[src/nlc_pkg.sv]
package nlc_pkg;

  // Channel bank
  localparam int NUM_CH = 4;
  localparam int CH_W = 2;

  // Sample and word widths
  localparam int SAMPLE_W = 21; // sign + 20-bit magnitude
  localparam int DATA_W = 32;
  localparam int NUM_FRAC = 8;  // 1.0 == 256
  localparam int MAG_MAX = (1 << (SAMPLE_W - 1)) - 1;

  // Polynomial
  localparam int POLY_ORDER = 5;
  localparam int ROUND_W = 3;   // Horner round counter
  localparam int NUM_COEF = 8;  // words per channel in the bank

  typedef enum logic [2:0] {
    COEF_NEG_MEAN = 3'd0,
    COEF_RECIP    = 3'd1,
    COEF_C0       = 3'd2,
    COEF_C1       = 3'd3,
    COEF_C2       = 3'd4,
    COEF_C3       = 3'd5,
    COEF_C4       = 3'd6,
    COEF_C5       = 3'd7
  } coef_sel_t;

  // OP_NORM   : ((a + b) * c) >>> NUM_FRAC
  // OP_HORNER : ((a * b) >>> NUM_FRAC) + c
  typedef enum logic {
    OP_NORM   = 1'b0,
    OP_HORNER = 1'b1
  } arith_op_t;

  typedef enum logic [1:0] {
    ST_IDLE   = 2'd0,
    ST_NORM   = 2'd1,
    ST_HORNER = 2'd2,
    ST_DONE   = 2'd3
  } seq_state_t;

endpackage

[src/nlc_coef_bank.sv]
`timescale 1ns/1ps

module nlc_coef_bank (
  input  logic                           clk,
  input  logic                           rst,
  // Host write port
  input  logic                           coef_we,
  input  logic [nlc_pkg::CH_W-1:0]       coef_ch,
  input  nlc_pkg::coef_sel_t             coef_sel,
  input  logic [nlc_pkg::DATA_W-1:0]     coef_wdata,
  // Sequencer read port, two words of one channel
  input  logic [nlc_pkg::CH_W-1:0]       rd_ch,
  input  nlc_pkg::coef_sel_t             rd_sel_a,
  input  nlc_pkg::coef_sel_t             rd_sel_b,
  output logic [nlc_pkg::DATA_W-1:0]     rd_data_a,
  output logic [nlc_pkg::DATA_W-1:0]     rd_data_b
);

  logic [nlc_pkg::DATA_W-1:0] mem [nlc_pkg::NUM_CH][nlc_pkg::NUM_COEF];

  always_ff @(posedge clk) begin
    if (rst) begin
      for (int c = 0; c < nlc_pkg::NUM_CH; c++) begin
        for (int s = 0; s < nlc_pkg::NUM_COEF; s++) begin
          mem[c][s] <= '0;
        end
      end
    end else if (coef_we) begin
      mem[coef_ch][coef_sel] <= coef_wdata;
    end
  end

  // Combinational reads, used in the issue cycle
  assign rd_data_a = mem[rd_ch][rd_sel_a];
  assign rd_data_b = mem[rd_ch][rd_sel_b];

endmodule

[src/nlc_arith_pipe.sv]
`timescale 1ns/1ps

module nlc_arith_pipe (
  input  logic                              clk,
  input  logic                              rst,
  input  logic                              issue_valid,
  input  nlc_pkg::arith_op_t                issue_op,
  input  logic [nlc_pkg::CH_W-1:0]          issue_ch,
  input  logic signed [nlc_pkg::DATA_W-1:0] op_a,
  input  logic signed [nlc_pkg::DATA_W-1:0] op_b,
  input  logic signed [nlc_pkg::DATA_W-1:0] op_c,
  output logic                              res_valid,
  output logic [nlc_pkg::CH_W-1:0]          res_ch,
  output logic signed [nlc_pkg::DATA_W-1:0] res_data
);

  logic signed [nlc_pkg::DATA_W-1:0]   pre_sum;
  logic signed [nlc_pkg::DATA_W-1:0]   mul_x;
  logic signed [nlc_pkg::DATA_W-1:0]   mul_y;
  logic signed [2*nlc_pkg::DATA_W-1:0] product;

  logic                                s1_valid;
  nlc_pkg::arith_op_t                  s1_op;
  logic [nlc_pkg::CH_W-1:0]            s1_ch;
  logic signed [nlc_pkg::DATA_W-1:0]   s1_addend;
  logic signed [2*nlc_pkg::DATA_W-1:0] s1_prod;

  logic signed [2*nlc_pkg::DATA_W-1:0] prod_sh;
  logic signed [nlc_pkg::DATA_W-1:0]   stage2_word;

  // Stage 1 operand select
  assign pre_sum = op_a + op_b; // wraps at DATA_W
  assign mul_x   = (issue_op == nlc_pkg::OP_NORM) ? pre_sum : op_a;
  assign mul_y   = (issue_op == nlc_pkg::OP_NORM) ? op_c : op_b;
  assign product = mul_x * mul_y; // full 64-bit signed product

  always_ff @(posedge clk) begin
    if (rst) begin
      s1_valid  <= 1'b0;
      res_valid <= 1'b0;
    end else begin
      s1_valid  <= issue_valid;
      res_valid <= s1_valid;
    end
  end

  always_ff @(posedge clk) begin
    s1_op     <= issue_op;
    s1_ch     <= issue_ch;
    s1_addend <= op_c;       // Horner constant
    s1_prod   <= product;
    res_ch    <= s1_ch;
    res_data  <= stage2_word;
  end

  // Stage 2 rescales, truncates and adds the constant
  assign prod_sh = s1_prod >>> nlc_pkg::NUM_FRAC;

  always_comb begin
    stage2_word = prod_sh[nlc_pkg::DATA_W-1:0];
    if (s1_op == nlc_pkg::OP_HORNER) begin
      stage2_word = stage2_word + s1_addend;
    end
  end

endmodule

[src/nlc_sequencer.sv]
`timescale 1ns/1ps

module nlc_sequencer (
  input  logic                                          clk,
  input  logic                                          rst,
  // Frame handshake
  input  logic                                          req,
  input  logic [nlc_pkg::NUM_CH*nlc_pkg::SAMPLE_W-1:0]  x_adc,
  output logic                                          ack,
  // Coefficient bank reads
  output logic [nlc_pkg::CH_W-1:0]                      rd_ch,
  output nlc_pkg::coef_sel_t                            rd_sel_a,
  output nlc_pkg::coef_sel_t                            rd_sel_b,
  input  logic signed [nlc_pkg::DATA_W-1:0]             rd_data_a,
  input  logic signed [nlc_pkg::DATA_W-1:0]             rd_data_b,
  // Pipeline issue
  output logic                                          issue_valid,
  output nlc_pkg::arith_op_t                            issue_op,
  output logic [nlc_pkg::CH_W-1:0]                      issue_ch,
  output logic signed [nlc_pkg::DATA_W-1:0]             op_a,
  output logic signed [nlc_pkg::DATA_W-1:0]             op_b,
  output logic signed [nlc_pkg::DATA_W-1:0]             op_c,
  // Pipeline return
  input  logic                                          res_valid,
  input  logic [nlc_pkg::CH_W-1:0]                      res_ch,
  input  logic signed [nlc_pkg::DATA_W-1:0]             res_data,
  // Formatter
  output logic                                          load_out,
  output logic [nlc_pkg::NUM_CH*nlc_pkg::DATA_W-1:0]    acc_flat
);

  nlc_pkg::seq_state_t                             state;
  logic [nlc_pkg::CH_W-1:0]                        ch_cnt;
  logic [nlc_pkg::ROUND_W-1:0]                     round_cnt;
  logic                                            issue_done;  // all ops of frame issued
  logic [nlc_pkg::NUM_CH-1:0]                      busy;        // result outstanding
  logic [nlc_pkg::NUM_CH-1:0]                      xn_valid;    // normalize result seen

  logic signed [nlc_pkg::DATA_W-1:0]               x_conv [nlc_pkg::NUM_CH];
  logic signed [nlc_pkg::DATA_W-1:0]               x_q    [nlc_pkg::NUM_CH];
  logic signed [nlc_pkg::DATA_W-1:0]               xn     [nlc_pkg::NUM_CH];
  logic [nlc_pkg::NUM_CH-1:0][nlc_pkg::DATA_W-1:0] acc;

  logic                                            fwd;
  logic signed [nlc_pkg::DATA_W-1:0]               xn_cur;
  logic signed [nlc_pkg::DATA_W-1:0]               acc_cur;

  // Sign-magnitude to two's complement in Q format
  always_comb begin
    for (int i = 0; i < nlc_pkg::NUM_CH; i++) begin
      x_conv[i] = nlc_pkg::DATA_W'(x_adc[i*nlc_pkg::SAMPLE_W +: nlc_pkg::SAMPLE_W-1])
                  << nlc_pkg::NUM_FRAC;
      if (x_adc[(i+1)*nlc_pkg::SAMPLE_W-1]) begin
        x_conv[i] = -x_conv[i];
      end
    end
  end

  // Result landing this cycle for the channel being issued
  assign fwd     = res_valid && (res_ch == ch_cnt);
  assign xn_cur  = (fwd && !xn_valid[ch_cnt]) ? res_data : xn[ch_cnt];
  assign acc_cur = fwd ? res_data : acc[ch_cnt];

  always_comb begin
    rd_ch       = ch_cnt;
    issue_ch    = ch_cnt;
    issue_valid = 1'b0;
    issue_op    = nlc_pkg::OP_NORM;
    rd_sel_a    = nlc_pkg::COEF_NEG_MEAN;
    rd_sel_b    = nlc_pkg::COEF_RECIP;
    op_a        = x_q[ch_cnt];
    op_b        = rd_data_a;
    op_c        = rd_data_b;
    if (state == nlc_pkg::ST_HORNER) begin
      issue_op = nlc_pkg::OP_HORNER;
      rd_sel_a = nlc_pkg::COEF_C5;
      rd_sel_b = nlc_pkg::coef_sel_t'(nlc_pkg::COEF_C4 - round_cnt); // C4 down to C0
      op_a     = (round_cnt == '0) ? rd_data_a : acc_cur;
      op_b     = xn_cur;
    end
    if ((state == nlc_pkg::ST_NORM) || (state == nlc_pkg::ST_HORNER && !issue_done)) begin
      issue_valid = !busy[ch_cnt] || fwd;
    end
  end

  always_ff @(posedge clk) begin
    if (rst) begin
      state      <= nlc_pkg::ST_IDLE;
      ch_cnt     <= '0;
      round_cnt  <= '0;
      issue_done <= 1'b0;
      busy       <= '0;
      xn_valid   <= '0;
      ack        <= 1'b0;
      load_out   <= 1'b0;
    end else begin
      load_out <= 1'b0;
      if (res_valid) begin
        busy[res_ch]     <= 1'b0;
        xn_valid[res_ch] <= 1'b1;
      end
      if (issue_valid) busy[ch_cnt] <= 1'b1;

      case (state)
        nlc_pkg::ST_IDLE: begin
          if (req) begin
            ch_cnt     <= '0;
            round_cnt  <= '0;
            issue_done <= 1'b0;
            xn_valid   <= '0;
            state      <= nlc_pkg::ST_NORM;
          end
        end
        nlc_pkg::ST_NORM, nlc_pkg::ST_HORNER: begin
          if (issue_valid) begin
            if (ch_cnt == nlc_pkg::CH_W'(nlc_pkg::NUM_CH - 1)) begin
              ch_cnt <= '0;
              if (state == nlc_pkg::ST_NORM) begin
                state <= nlc_pkg::ST_HORNER;
              end else if (round_cnt == nlc_pkg::ROUND_W'(nlc_pkg::POLY_ORDER - 1)) begin
                issue_done <= 1'b1;
              end else begin
                round_cnt <= round_cnt + 1'b1;
              end
            end else begin
              ch_cnt <= ch_cnt + 1'b1;
            end
          end
          // Last channel of last round coming back
          if (issue_done && res_valid && res_ch == nlc_pkg::CH_W'(nlc_pkg::NUM_CH - 1)) begin
            load_out <= 1'b1;
            state    <= nlc_pkg::ST_DONE;
          end
        end
        nlc_pkg::ST_DONE: begin
          if (!ack) begin
            ack <= 1'b1;
          end else if (!req) begin
            ack   <= 1'b0;
            state <= nlc_pkg::ST_IDLE;
          end
        end
        default: state <= nlc_pkg::ST_IDLE;
      endcase
    end
  end

  // Per-channel datapath registers
  always_ff @(posedge clk) begin
    if (state == nlc_pkg::ST_IDLE && req) begin
      for (int i = 0; i < nlc_pkg::NUM_CH; i++) begin
        x_q[i] <= x_conv[i];
      end
    end
    if (res_valid) begin
      if (xn_valid[res_ch]) acc[res_ch] <= res_data; // Horner step
      else xn[res_ch] <= res_data;                     // normalized sample
    end
  end

  assign acc_flat = acc;

endmodule

[src/nlc_output_fmt.sv]
`timescale 1ns/1ps

module nlc_output_fmt (
  input  logic                                          clk,
  input  logic                                          rst,
  input  logic                                          load_out,
  input  logic [nlc_pkg::NUM_CH*nlc_pkg::DATA_W-1:0]    acc_flat,
  output logic [nlc_pkg::NUM_CH*nlc_pkg::SAMPLE_W-1:0]  x_lin
);

  logic signed [nlc_pkg::DATA_W-1:0]            shifted [nlc_pkg::NUM_CH];
  logic [nlc_pkg::DATA_W-1:0]                   mag     [nlc_pkg::NUM_CH];
  logic [nlc_pkg::NUM_CH*nlc_pkg::SAMPLE_W-1:0] x_fmt;

  always_comb begin
    for (int i = 0; i < nlc_pkg::NUM_CH; i++) begin
      shifted[i] = $signed(acc_flat[i*nlc_pkg::DATA_W +: nlc_pkg::DATA_W]) >>> nlc_pkg::NUM_FRAC;
      mag[i]     = shifted[i][nlc_pkg::DATA_W-1] ? -shifted[i] : shifted[i];
      if (mag[i] > nlc_pkg::DATA_W'(nlc_pkg::MAG_MAX)) begin
        mag[i] = nlc_pkg::DATA_W'(nlc_pkg::MAG_MAX); // saturate
      end
      // Negative values never reach zero magnitude, so zero stays positive
      x_fmt[i*nlc_pkg::SAMPLE_W +: nlc_pkg::SAMPLE_W] =
        {shifted[i][nlc_pkg::DATA_W-1], mag[i][nlc_pkg::SAMPLE_W-2:0]};
    end
  end

  always_ff @(posedge clk) begin
    if (rst) begin
      x_lin <= '0;
    end else if (load_out) begin
      x_lin <= x_fmt;
    end
  end

endmodule

[src/nlc_top.sv]
`timescale 1ns/1ps

module nlc_top (
  input  logic                                          clk,
  input  logic                                          rst,
  input  logic                                          coef_we,
  input  logic [nlc_pkg::CH_W-1:0]                      coef_ch,
  input  nlc_pkg::coef_sel_t                            coef_sel,
  input  logic [nlc_pkg::DATA_W-1:0]                    coef_wdata,
  input  logic                                          req,
  input  logic [nlc_pkg::NUM_CH*nlc_pkg::SAMPLE_W-1:0]  x_adc,
  output logic                                          ack,
  output logic [nlc_pkg::NUM_CH*nlc_pkg::SAMPLE_W-1:0]  x_lin
);

  logic [nlc_pkg::CH_W-1:0]                     rd_ch;
  nlc_pkg::coef_sel_t                           rd_sel_a;
  nlc_pkg::coef_sel_t                           rd_sel_b;
  logic [nlc_pkg::DATA_W-1:0]                   rd_data_a;
  logic [nlc_pkg::DATA_W-1:0]                   rd_data_b;

  logic                                         issue_valid;
  nlc_pkg::arith_op_t                           issue_op;
  logic [nlc_pkg::CH_W-1:0]                     issue_ch;
  logic signed [nlc_pkg::DATA_W-1:0]            op_a;
  logic signed [nlc_pkg::DATA_W-1:0]            op_b;
  logic signed [nlc_pkg::DATA_W-1:0]            op_c;

  logic                                         res_valid;
  logic [nlc_pkg::CH_W-1:0]                     res_ch;
  logic signed [nlc_pkg::DATA_W-1:0]            res_data;

  logic                                         load_out;
  logic [nlc_pkg::NUM_CH*nlc_pkg::DATA_W-1:0]   acc_flat;

  nlc_coef_bank u_coef_bank (
    .clk        (clk),
    .rst        (rst),
    .coef_we    (coef_we),
    .coef_ch    (coef_ch),
    .coef_sel   (coef_sel),
    .coef_wdata (coef_wdata),
    .rd_ch      (rd_ch),
    .rd_sel_a   (rd_sel_a),
    .rd_sel_b   (rd_sel_b),
    .rd_data_a  (rd_data_a),
    .rd_data_b  (rd_data_b)
  );

  nlc_sequencer u_sequencer (
    .clk         (clk),
    .rst         (rst),
    .req         (req),
    .x_adc       (x_adc),
    .ack         (ack),
    .rd_ch       (rd_ch),
    .rd_sel_a    (rd_sel_a),
    .rd_sel_b    (rd_sel_b),
    .rd_data_a   (rd_data_a),
    .rd_data_b   (rd_data_b),
    .issue_valid (issue_valid),
    .issue_op    (issue_op),
    .issue_ch    (issue_ch),
    .op_a        (op_a),
    .op_b        (op_b),
    .op_c        (op_c),
    .res_valid   (res_valid),
    .res_ch      (res_ch),
    .res_data    (res_data),
    .load_out    (load_out),
    .acc_flat    (acc_flat)
  );

  nlc_arith_pipe u_arith_pipe (
    .clk         (clk),
    .rst         (rst),
    .issue_valid (issue_valid),
    .issue_op    (issue_op),
    .issue_ch    (issue_ch),
    .op_a        (op_a),
    .op_b        (op_b),
    .op_c        (op_c),
    .res_valid   (res_valid),
    .res_ch      (res_ch),
    .res_data    (res_data)
  );

  nlc_output_fmt u_output_fmt (
    .clk      (clk),
    .rst      (rst),
    .load_out (load_out),
    .acc_flat (acc_flat),
    .x_lin    (x_lin)
  );

endmodule

[config.mk]
export PLATFORM = sky130hd
export DESIGN_NAME = nlc_top
export DESIGN_NICKNAME = d
export VERILOG_FILES = /design/src/nlc_pkg.sv /design/src/nlc_coef_bank.sv /design/src/nlc_arith_pipe.sv /design/src/nlc_sequencer.sv /design/src/nlc_output_fmt.sv /design/src/nlc_top.sv
export SDC_FILE = /design/constraint.sdc
export NUM_CORES = 2
export LEC_CHECK = 0
export BUFFER_PORTS_ARGS = -buffer_cell sky130_fd_sc_hd__buf_2
export CORE_MARGIN = 2
export CORE_UTILIZATION = 45
export DETAILED_ROUTE_END_ITERATION = 10
export PLACE_DENSITY = 0.7
export SLEW_MARGIN = 20
export SYNTH_ARGS = -nofsm -noshare
export SYNTH_HDL_FRONTEND = slang
export SYNTH_HIERARCHICAL = 1
export SYNTH_SLANG_ARGS = --single-unit
[constraint.sdc]
create_clock -name clk -period 14.5 [get_ports clk]
set_clock_uncertainty 0.05 [all_clocks]
set_input_delay 2.175 -clock clk [delete_from_list [all_inputs] [get_ports clk]]
set_output_delay 2.175 -clock clk [all_outputs]
set_load 0.01 [all_outputs]
# After elaboration in Yosys (flattened, before gate mapping)
# Memory sizes are Yosys's and may differ from the RTL's. A register that Yosys moved wholly into a read port is not among the register bits.
# Cells that the tools add are included.
classes:
  addsub: 13
  n_mul: 1
  n_lt_le_gt_ge: 12
  n_eq_ne: 18
  muxes: 99
  n_bitwise: 8
  n_reduce_logical: 25
op_table:
  columns: ["operator", "n"]
  rows:
  - ["$mux 256", 3]
  - ["$mux 32", 23]
  - ["$reduce_or 256->1", 1]
  - ["$bmux 32 s3", 2]
  - ["$bwmux 128", 1]
  - ["$gt 32x20->1 const B", 4]
  - ["$neg 24->32", 4]
  - ["$neg 28->32", 4]
  - ["$demux 32 s3", 1]
  - ["$mux 20", 4]
  - ["$add 32x32->32", 2]
  - ["$bmux 32 s2", 1]
  - ["$demux 32 s2", 1]
  - ["$mul 32x32->40", 1]
  - ["$mux 2", 17]
  - ["$mux 1", 24]
  - ["$mux 4", 6]
  - ["$mux 3", 7]
  - ["$reduce_and 6->1", 3]
  - ["$ge 4x4->1 const B", 3]
  - ["$not 3->4", 3]
  - ["$logic_and 1x1->1", 9]
  - ["$ne 3x1->1 const B", 3]
  - ["$eq 2x2->1 const B", 4]
  - ["other kinds (29)", 45]
word_totals:
  register_bits: 341
  ramBits: 1280
  out_inout_bits: 85
  mem_count: 3
mem_list:
  columns: ["name", "words", "word_bits", "read_ports", "rd_clocked_by_memory_dff", "write_ports", "line", "source"]
  rows:
  - ["u_coef_bank.mem", 4, 256, 1, 1, 4, "nlc_coef_bank.sv:19", "logic [nlc_pkg::DATA_W-1:0] mem [nlc_pkg::NUM_CH][nlc_pkg::NUM_COEF];"]
  - ["u_sequencer.x_q", 4, 32, 1, 1, 4, "nlc_sequencer.sv:40", "logic signed [nlc_pkg::DATA_W-1:0] x_q [nlc_pkg::NUM_CH];"]
  - ["u_sequencer.xn", 4, 32, 1, 1, 1, "nlc_sequencer.sv:41", "logic signed [nlc_pkg::DATA_W-1:0] xn [nlc_pkg::NUM_CH];"]

# Logic depth before layout (Yosys ltp)
depth:
  ltp_word: 11
  ltp_mapped: 57
  mapped_depth_nobuf: 51

# Modules after synthesis
# Netlist, hierarchy kept.
by_module_without_submodules:
  columns: ["module", "instances", "cells_per_inst", "area_per_inst_um2", "seq_area_each_um2"]
  rows:
  - ["nlc_coef_bank", 1, 3392, 51655.8, 30749.5]
  - ["nlc_arith_pipe", 1, 3235, 28492.3, 2062.0]
  - ["nlc_sequencer", 1, 1139, 17493.0, 10970.5]
  - ["nlc_output_fmt", 1, 603, 5142.4, 1681.6]

# Worst setup path before layout
# OpenSTA, ideal clock, no wires.
synth_timing:
  path_kind: "register -> register"
  from: "register u_sequencer.state[0]"
  to: "register u_arith_pipe/s1_prod[39] in the netlist's numbering"
  setup_ns: 0.130
  arrival_ns: 12.636
  required_ns: 14.320
  slack_ns: 1.684
  path_stages_with_launch: 53
  path_cell_list: "dfxtp_1 > inv_1 > ha_1 > buf_4 > clkbuf_1 > or3b_1 > clkbuf_1 > buf_2 > o221ai_1 > a21oi_1 > a211oi_1 > o21ai_0 > a21oi_1 > ha_1 > a2111oi_2 > o21a_1 > o22ai_2 > and4b_1 > [... 17 more ...] > fa_1 > fa_1 > fa_1 > fa_1 > xnor2_1 > xnor2_1 > xnor2_1 > xnor2_1 > xnor2_1 > xnor2_1 > xnor2_1 > xnor2_1 > xnor3_1 > xnor3_1 > xnor3_1 > xor2_1 > xnor3_1 > xnor3_1"
synth_via:
  word_cells_on_any_way: 19
synth_lines:
  columns: ["item", "line", "source"]
  rows:
  - ["start: declaration", "nlc_sequencer.sv:32", "nlc_pkg::seq_state_t state;"]
  - ["start signal: assignment", "nlc_sequencer.sv:88", "state <= nlc_pkg::ST_IDLE;"]
  - ["start signal: assignment", "nlc_sequencer.sv:111", "state <= nlc_pkg::ST_NORM;"]
  - ["start signal: assignment", "nlc_sequencer.sv:119", "state <= nlc_pkg::ST_HORNER;"]
  - ["$eq 2x2->1 (*)", "nlc_sequencer.sv:74", "if (state == nlc_pkg::ST_HORNER) begin"]
  - ["$mux 1 (*)", "nlc_sequencer.sv:74", null]
  - ["net issue_op", "nlc_top.sv:23", "nlc_pkg::arith_op_t issue_op;"]
  - ["$mux 32, on equally long branches", "nlc_arith_pipe.sv:33, nlc_arith_pipe.sv:34", null]
  - ["$mul 32x32->40 (*)", "nlc_arith_pipe.sv:35", "assign product = mul_x * mul_y;"]
  - ["net u_arith_pipe.product (one bit)", "nlc_arith_pipe.sv:20", "logic signed [2*nlc_pkg::DATA_W-1:0] product;"]
  - ["end signal: assignment", "nlc_arith_pipe.sv:51", "s1_prod <= product;"]
  - ["end: declaration", "nlc_arith_pipe.sv:26", "logic signed [2*nlc_pkg::DATA_W-1:0] s1_prod;"]
# The timed path passes the listed nets; every way through them passes the cells marked *. The select of a mux whose other input is x is not followed.
# A chain may end at the register's enable or synchronous reset.

# Worst setup path in the final report
# Same ends and word-level chain as after synthesis.

==> results.json <==
{
  "status": "finished, final reports clean",
  "critical-path-top-delay-family": "adder cells",
  "hold_ws_ns": 0.2761,
  "end_kind": "register",
  "cts-root-buf": "clkbuf_16",
  "start_util_pct": 45.22,
  "numPortBuffers": 209,
  "hold_depth": 0,
  "yosysUniqueCellTypes": 97,
  "finalNetCount": 9516,
  "drc": 0,
  "finalNonFillerCells": 11751,
  "yosysSeqAreaShare_pct": 44.23,
  "grt_pass1_wl_um": 515600,
  "grt_max_degree": 103,
  "clkTransAtPathRegs_ns": 0.07,
  "cp.required_ns": 15.15,
  "drt_iter0_drc": 9554,
  "grt_remaining_overflow": 0,
  "crit_type": "reg2reg",
  "crit_path_top_delay_cell": "fa_1",
  "min-delay-start": "u_arith_pipe/s1_ch[0]$_DFF_P_",
  "timing.fmax_mhz": 71.73,
  "die_w_um": 481.9,
  "syn_nets": 9373,
  "clockBufferDepth": 3,
  "ios": 210,
  "core_mm2": 0.2273,
  "drive_above_1_share_pct": 18.33,
  "cts-buffers-inserted": 171,
  "hp-class": "reg2reg",
  "cp_num_buf_inv": 11,
  "r2r_setup_slack_ns": 0.56,
  "die_height_um": 481.9,
  "setup_viol": 0,
  "ys_warn_count": 6,
  "cts_sinks": 1583,
  "ant_nets": 0,
  "hold_viol_final": 0,
  "tns_ns": 0,
  "reg2reg_depth": 51,
  "vias_per_cell": 6.126,
  "synthesis.area_mm2": 0.1028,
  "ys_ff_latch": 1583,
  "maxCapViolations": 0,
  "most-common-layout-cells": "edfxtp_1 (1376), and2_1 (1055), inv_1 (792)",
  "crit-reg2reg-launch": "u_sequencer/state[0]$_SDFFE_PP0P_",
  "postSynthCellCount": 8369,
  "grt_antenna_before_repair": 55,
  "hold_buffers": 0,
  "die_area_mm2": 0.2322,
  "path_common_cell": "fa_1",
  "synthFlopType": "edfxtp_1",
  "hpwl_um": 253700,
  "slew_headroom_pct": 20.87,
  "cts_tree": "yes",
  "drt-wirelength-per-cell_um": 30.96,
  "max_stage_delay_ns": 0.56,
  "grt_pass1_vias": 72765,
  "async_reset_ff_share_pct": 0,
  "gr-usage-all-layers_pct": 31.06,
  "min_period_ns": 13.94,
  "htreeDepth": 4,
  "path_max_fanout": 22,
  "core.rowCount": 175,
  "place_inst": 11340,
  "gp_congestion": 1.025,
  "drt_pass1_iterations": 6,
  "worstMarginPinSlew_ns": 1.178,
  "arrival_ns": 14.60,
  "wl_um": 363900,
  "route.vias.total": 71992,
  "drv_slew": 0,
  "insertion_delay_ns": 0.87,
  "area_delta_synth_final_pct": 11.33,
  "synth_edf_count": 1376,
  "fin_crit_sh_pct": 96.14,
  "r2r-end": "u_arith_pipe/s1_prod[39]$_DFF_P_",
  "start_kind": "register",
  "cp.depth": 51,
  "final_common_cell": "edfxtp_1",
  "hold_end": "u_arith_pipe/res_ch[0]$_DFF_P_",
  "avgSynthCellArea_um2": 12.28
}
synth_stat cells, types with 59 or more instances:
library cell | instances | share of area (%)
mux2i_1 | 234 | 2.3
edfxtp_1 | 1376 | 40
fa_1 | 644 | 13
o22ai_1 | 138 | 0.84
clkbuf_1 | 453 | 1.7
o21ai_0 | 127 | 0.62
nand2_1 | 362 | 1.3
inv_1 | 792 | 2.9
dfxtp_1 | 207 | 4.0
nor2_1 | 701 | 2.6
xor2_1 | 95 | 0.81
and2_1 | 1056 | 6.4
a21oi_1 | 142 | 0.69
buf_2 | 67 | 0.33
xnor2_1 | 165 | 1.4
ha_1 | 235 | 2.9
buf_4 | 68 | 0.50
a211oi_1 | 95 | 0.69
mux4_2 | 459 | 10
or2_2 | 59 | 0.36
per-stage QoR:
stage	setup WS [ns]	cell area [µm²]	utilization, %
floorplan	1.684	102800	-
global placement	0.3468	108200	47.62
detailed placement	0.2056	108200	47.62
CTS	0.08483	114000	50.17
global route	-0.03579	114400	50.33
finish	0.5590	114400	50.35
final cells by class:
cell class                 instances  area (µm²)
fill                           19417      112800
clock buffer                     204        4424
clock inverter                   115        1375
multi-input combinational       5363       51910
tap                             3009        3765
timing repair buffer             600        4289
antenna                           84       210.2
inverter                         793        2977
sequential                      1583       45480
state kept, by name (all words and copies together) (netlist names), 4 cells and up, named ones only:
name / count
u_arith_pipe/s1_addend: 32
u_arith_pipe/s1_prod: 32
u_sequencer/xn_valid: 4
u_coef_bank/mem: 1024
u_arith_pipe/res_data: 32
u_sequencer/x_q: 96
u_sequencer/acc_flat: 128
u_sequencer/xn: 128
u_output_fmt/x_lin: 84
u_sequencer/busy: 4
worst max path at each step:
stage,start,endpoint,slack (ns)
floorplan,u_sequencer/state[0]$_SDFFE_PP0P_,u_arith_pipe/s1_prod[39]$_DFF_P_,1.68
global placement,u_sequencer/state[0]$_SDFFE_PP0P_,u_arith_pipe/s1_prod[39]$_DFF_P_,0.35
detailed placement,u_sequencer/state[0]$_SDFFE_PP0P_,u_arith_pipe/s1_prod[39]$_DFF_P_,0.21
CTS,u_sequencer/state[0]$_SDFFE_PP0P_,u_arith_pipe/s1_prod[39]$_DFF_P_,0.08
global route,u_sequencer/issue_ch[1]$_SDFFE_PP0P_,u_arith_pipe/s1_prod[39]$_DFF_P_,-0.04
finish,u_sequencer/state[0]$_SDFFE_PP0P_,u_arith_pipe/s1_prod[39]$_DFF_P_,0.56
what timing repair did:
item / 4_1_cts / 5_1_grt
setup buffers: 0 / 6
resized for setup: 0 / 8
setup endpoints to repair: 0 / 2
routing by layer:
metal	global-route usage [%]	wire length, µm
met3	7.363	39460
met4	20.86	28920
met1	38.62	129100
met2	48.33	166200
met5	0	137
cells by family (layout without fill, tap and decap cells):
family | after synthesis | count (layout) | synth area share, %
buffers and inverters | 1423 | 1712 | 5.706
XOR/XNOR | 266 | 266 | 2.347
other | 0 | 84 | 0
AO/OA/AOI/OAI | 964 | 964 | 6.684
AND/OR/NAND/NOR | 2515 | 2515 | 12.77
adder cells (fa/ha/maj) | 879 | 879 | 15.40
multiplexers | 739 | 739 | 12.85
flip-flops | 1583 | 1583 | 44.23
Power is not shown: default switching activity piles up to over one toggle a cycle in this logic, so the estimate is an artifact.
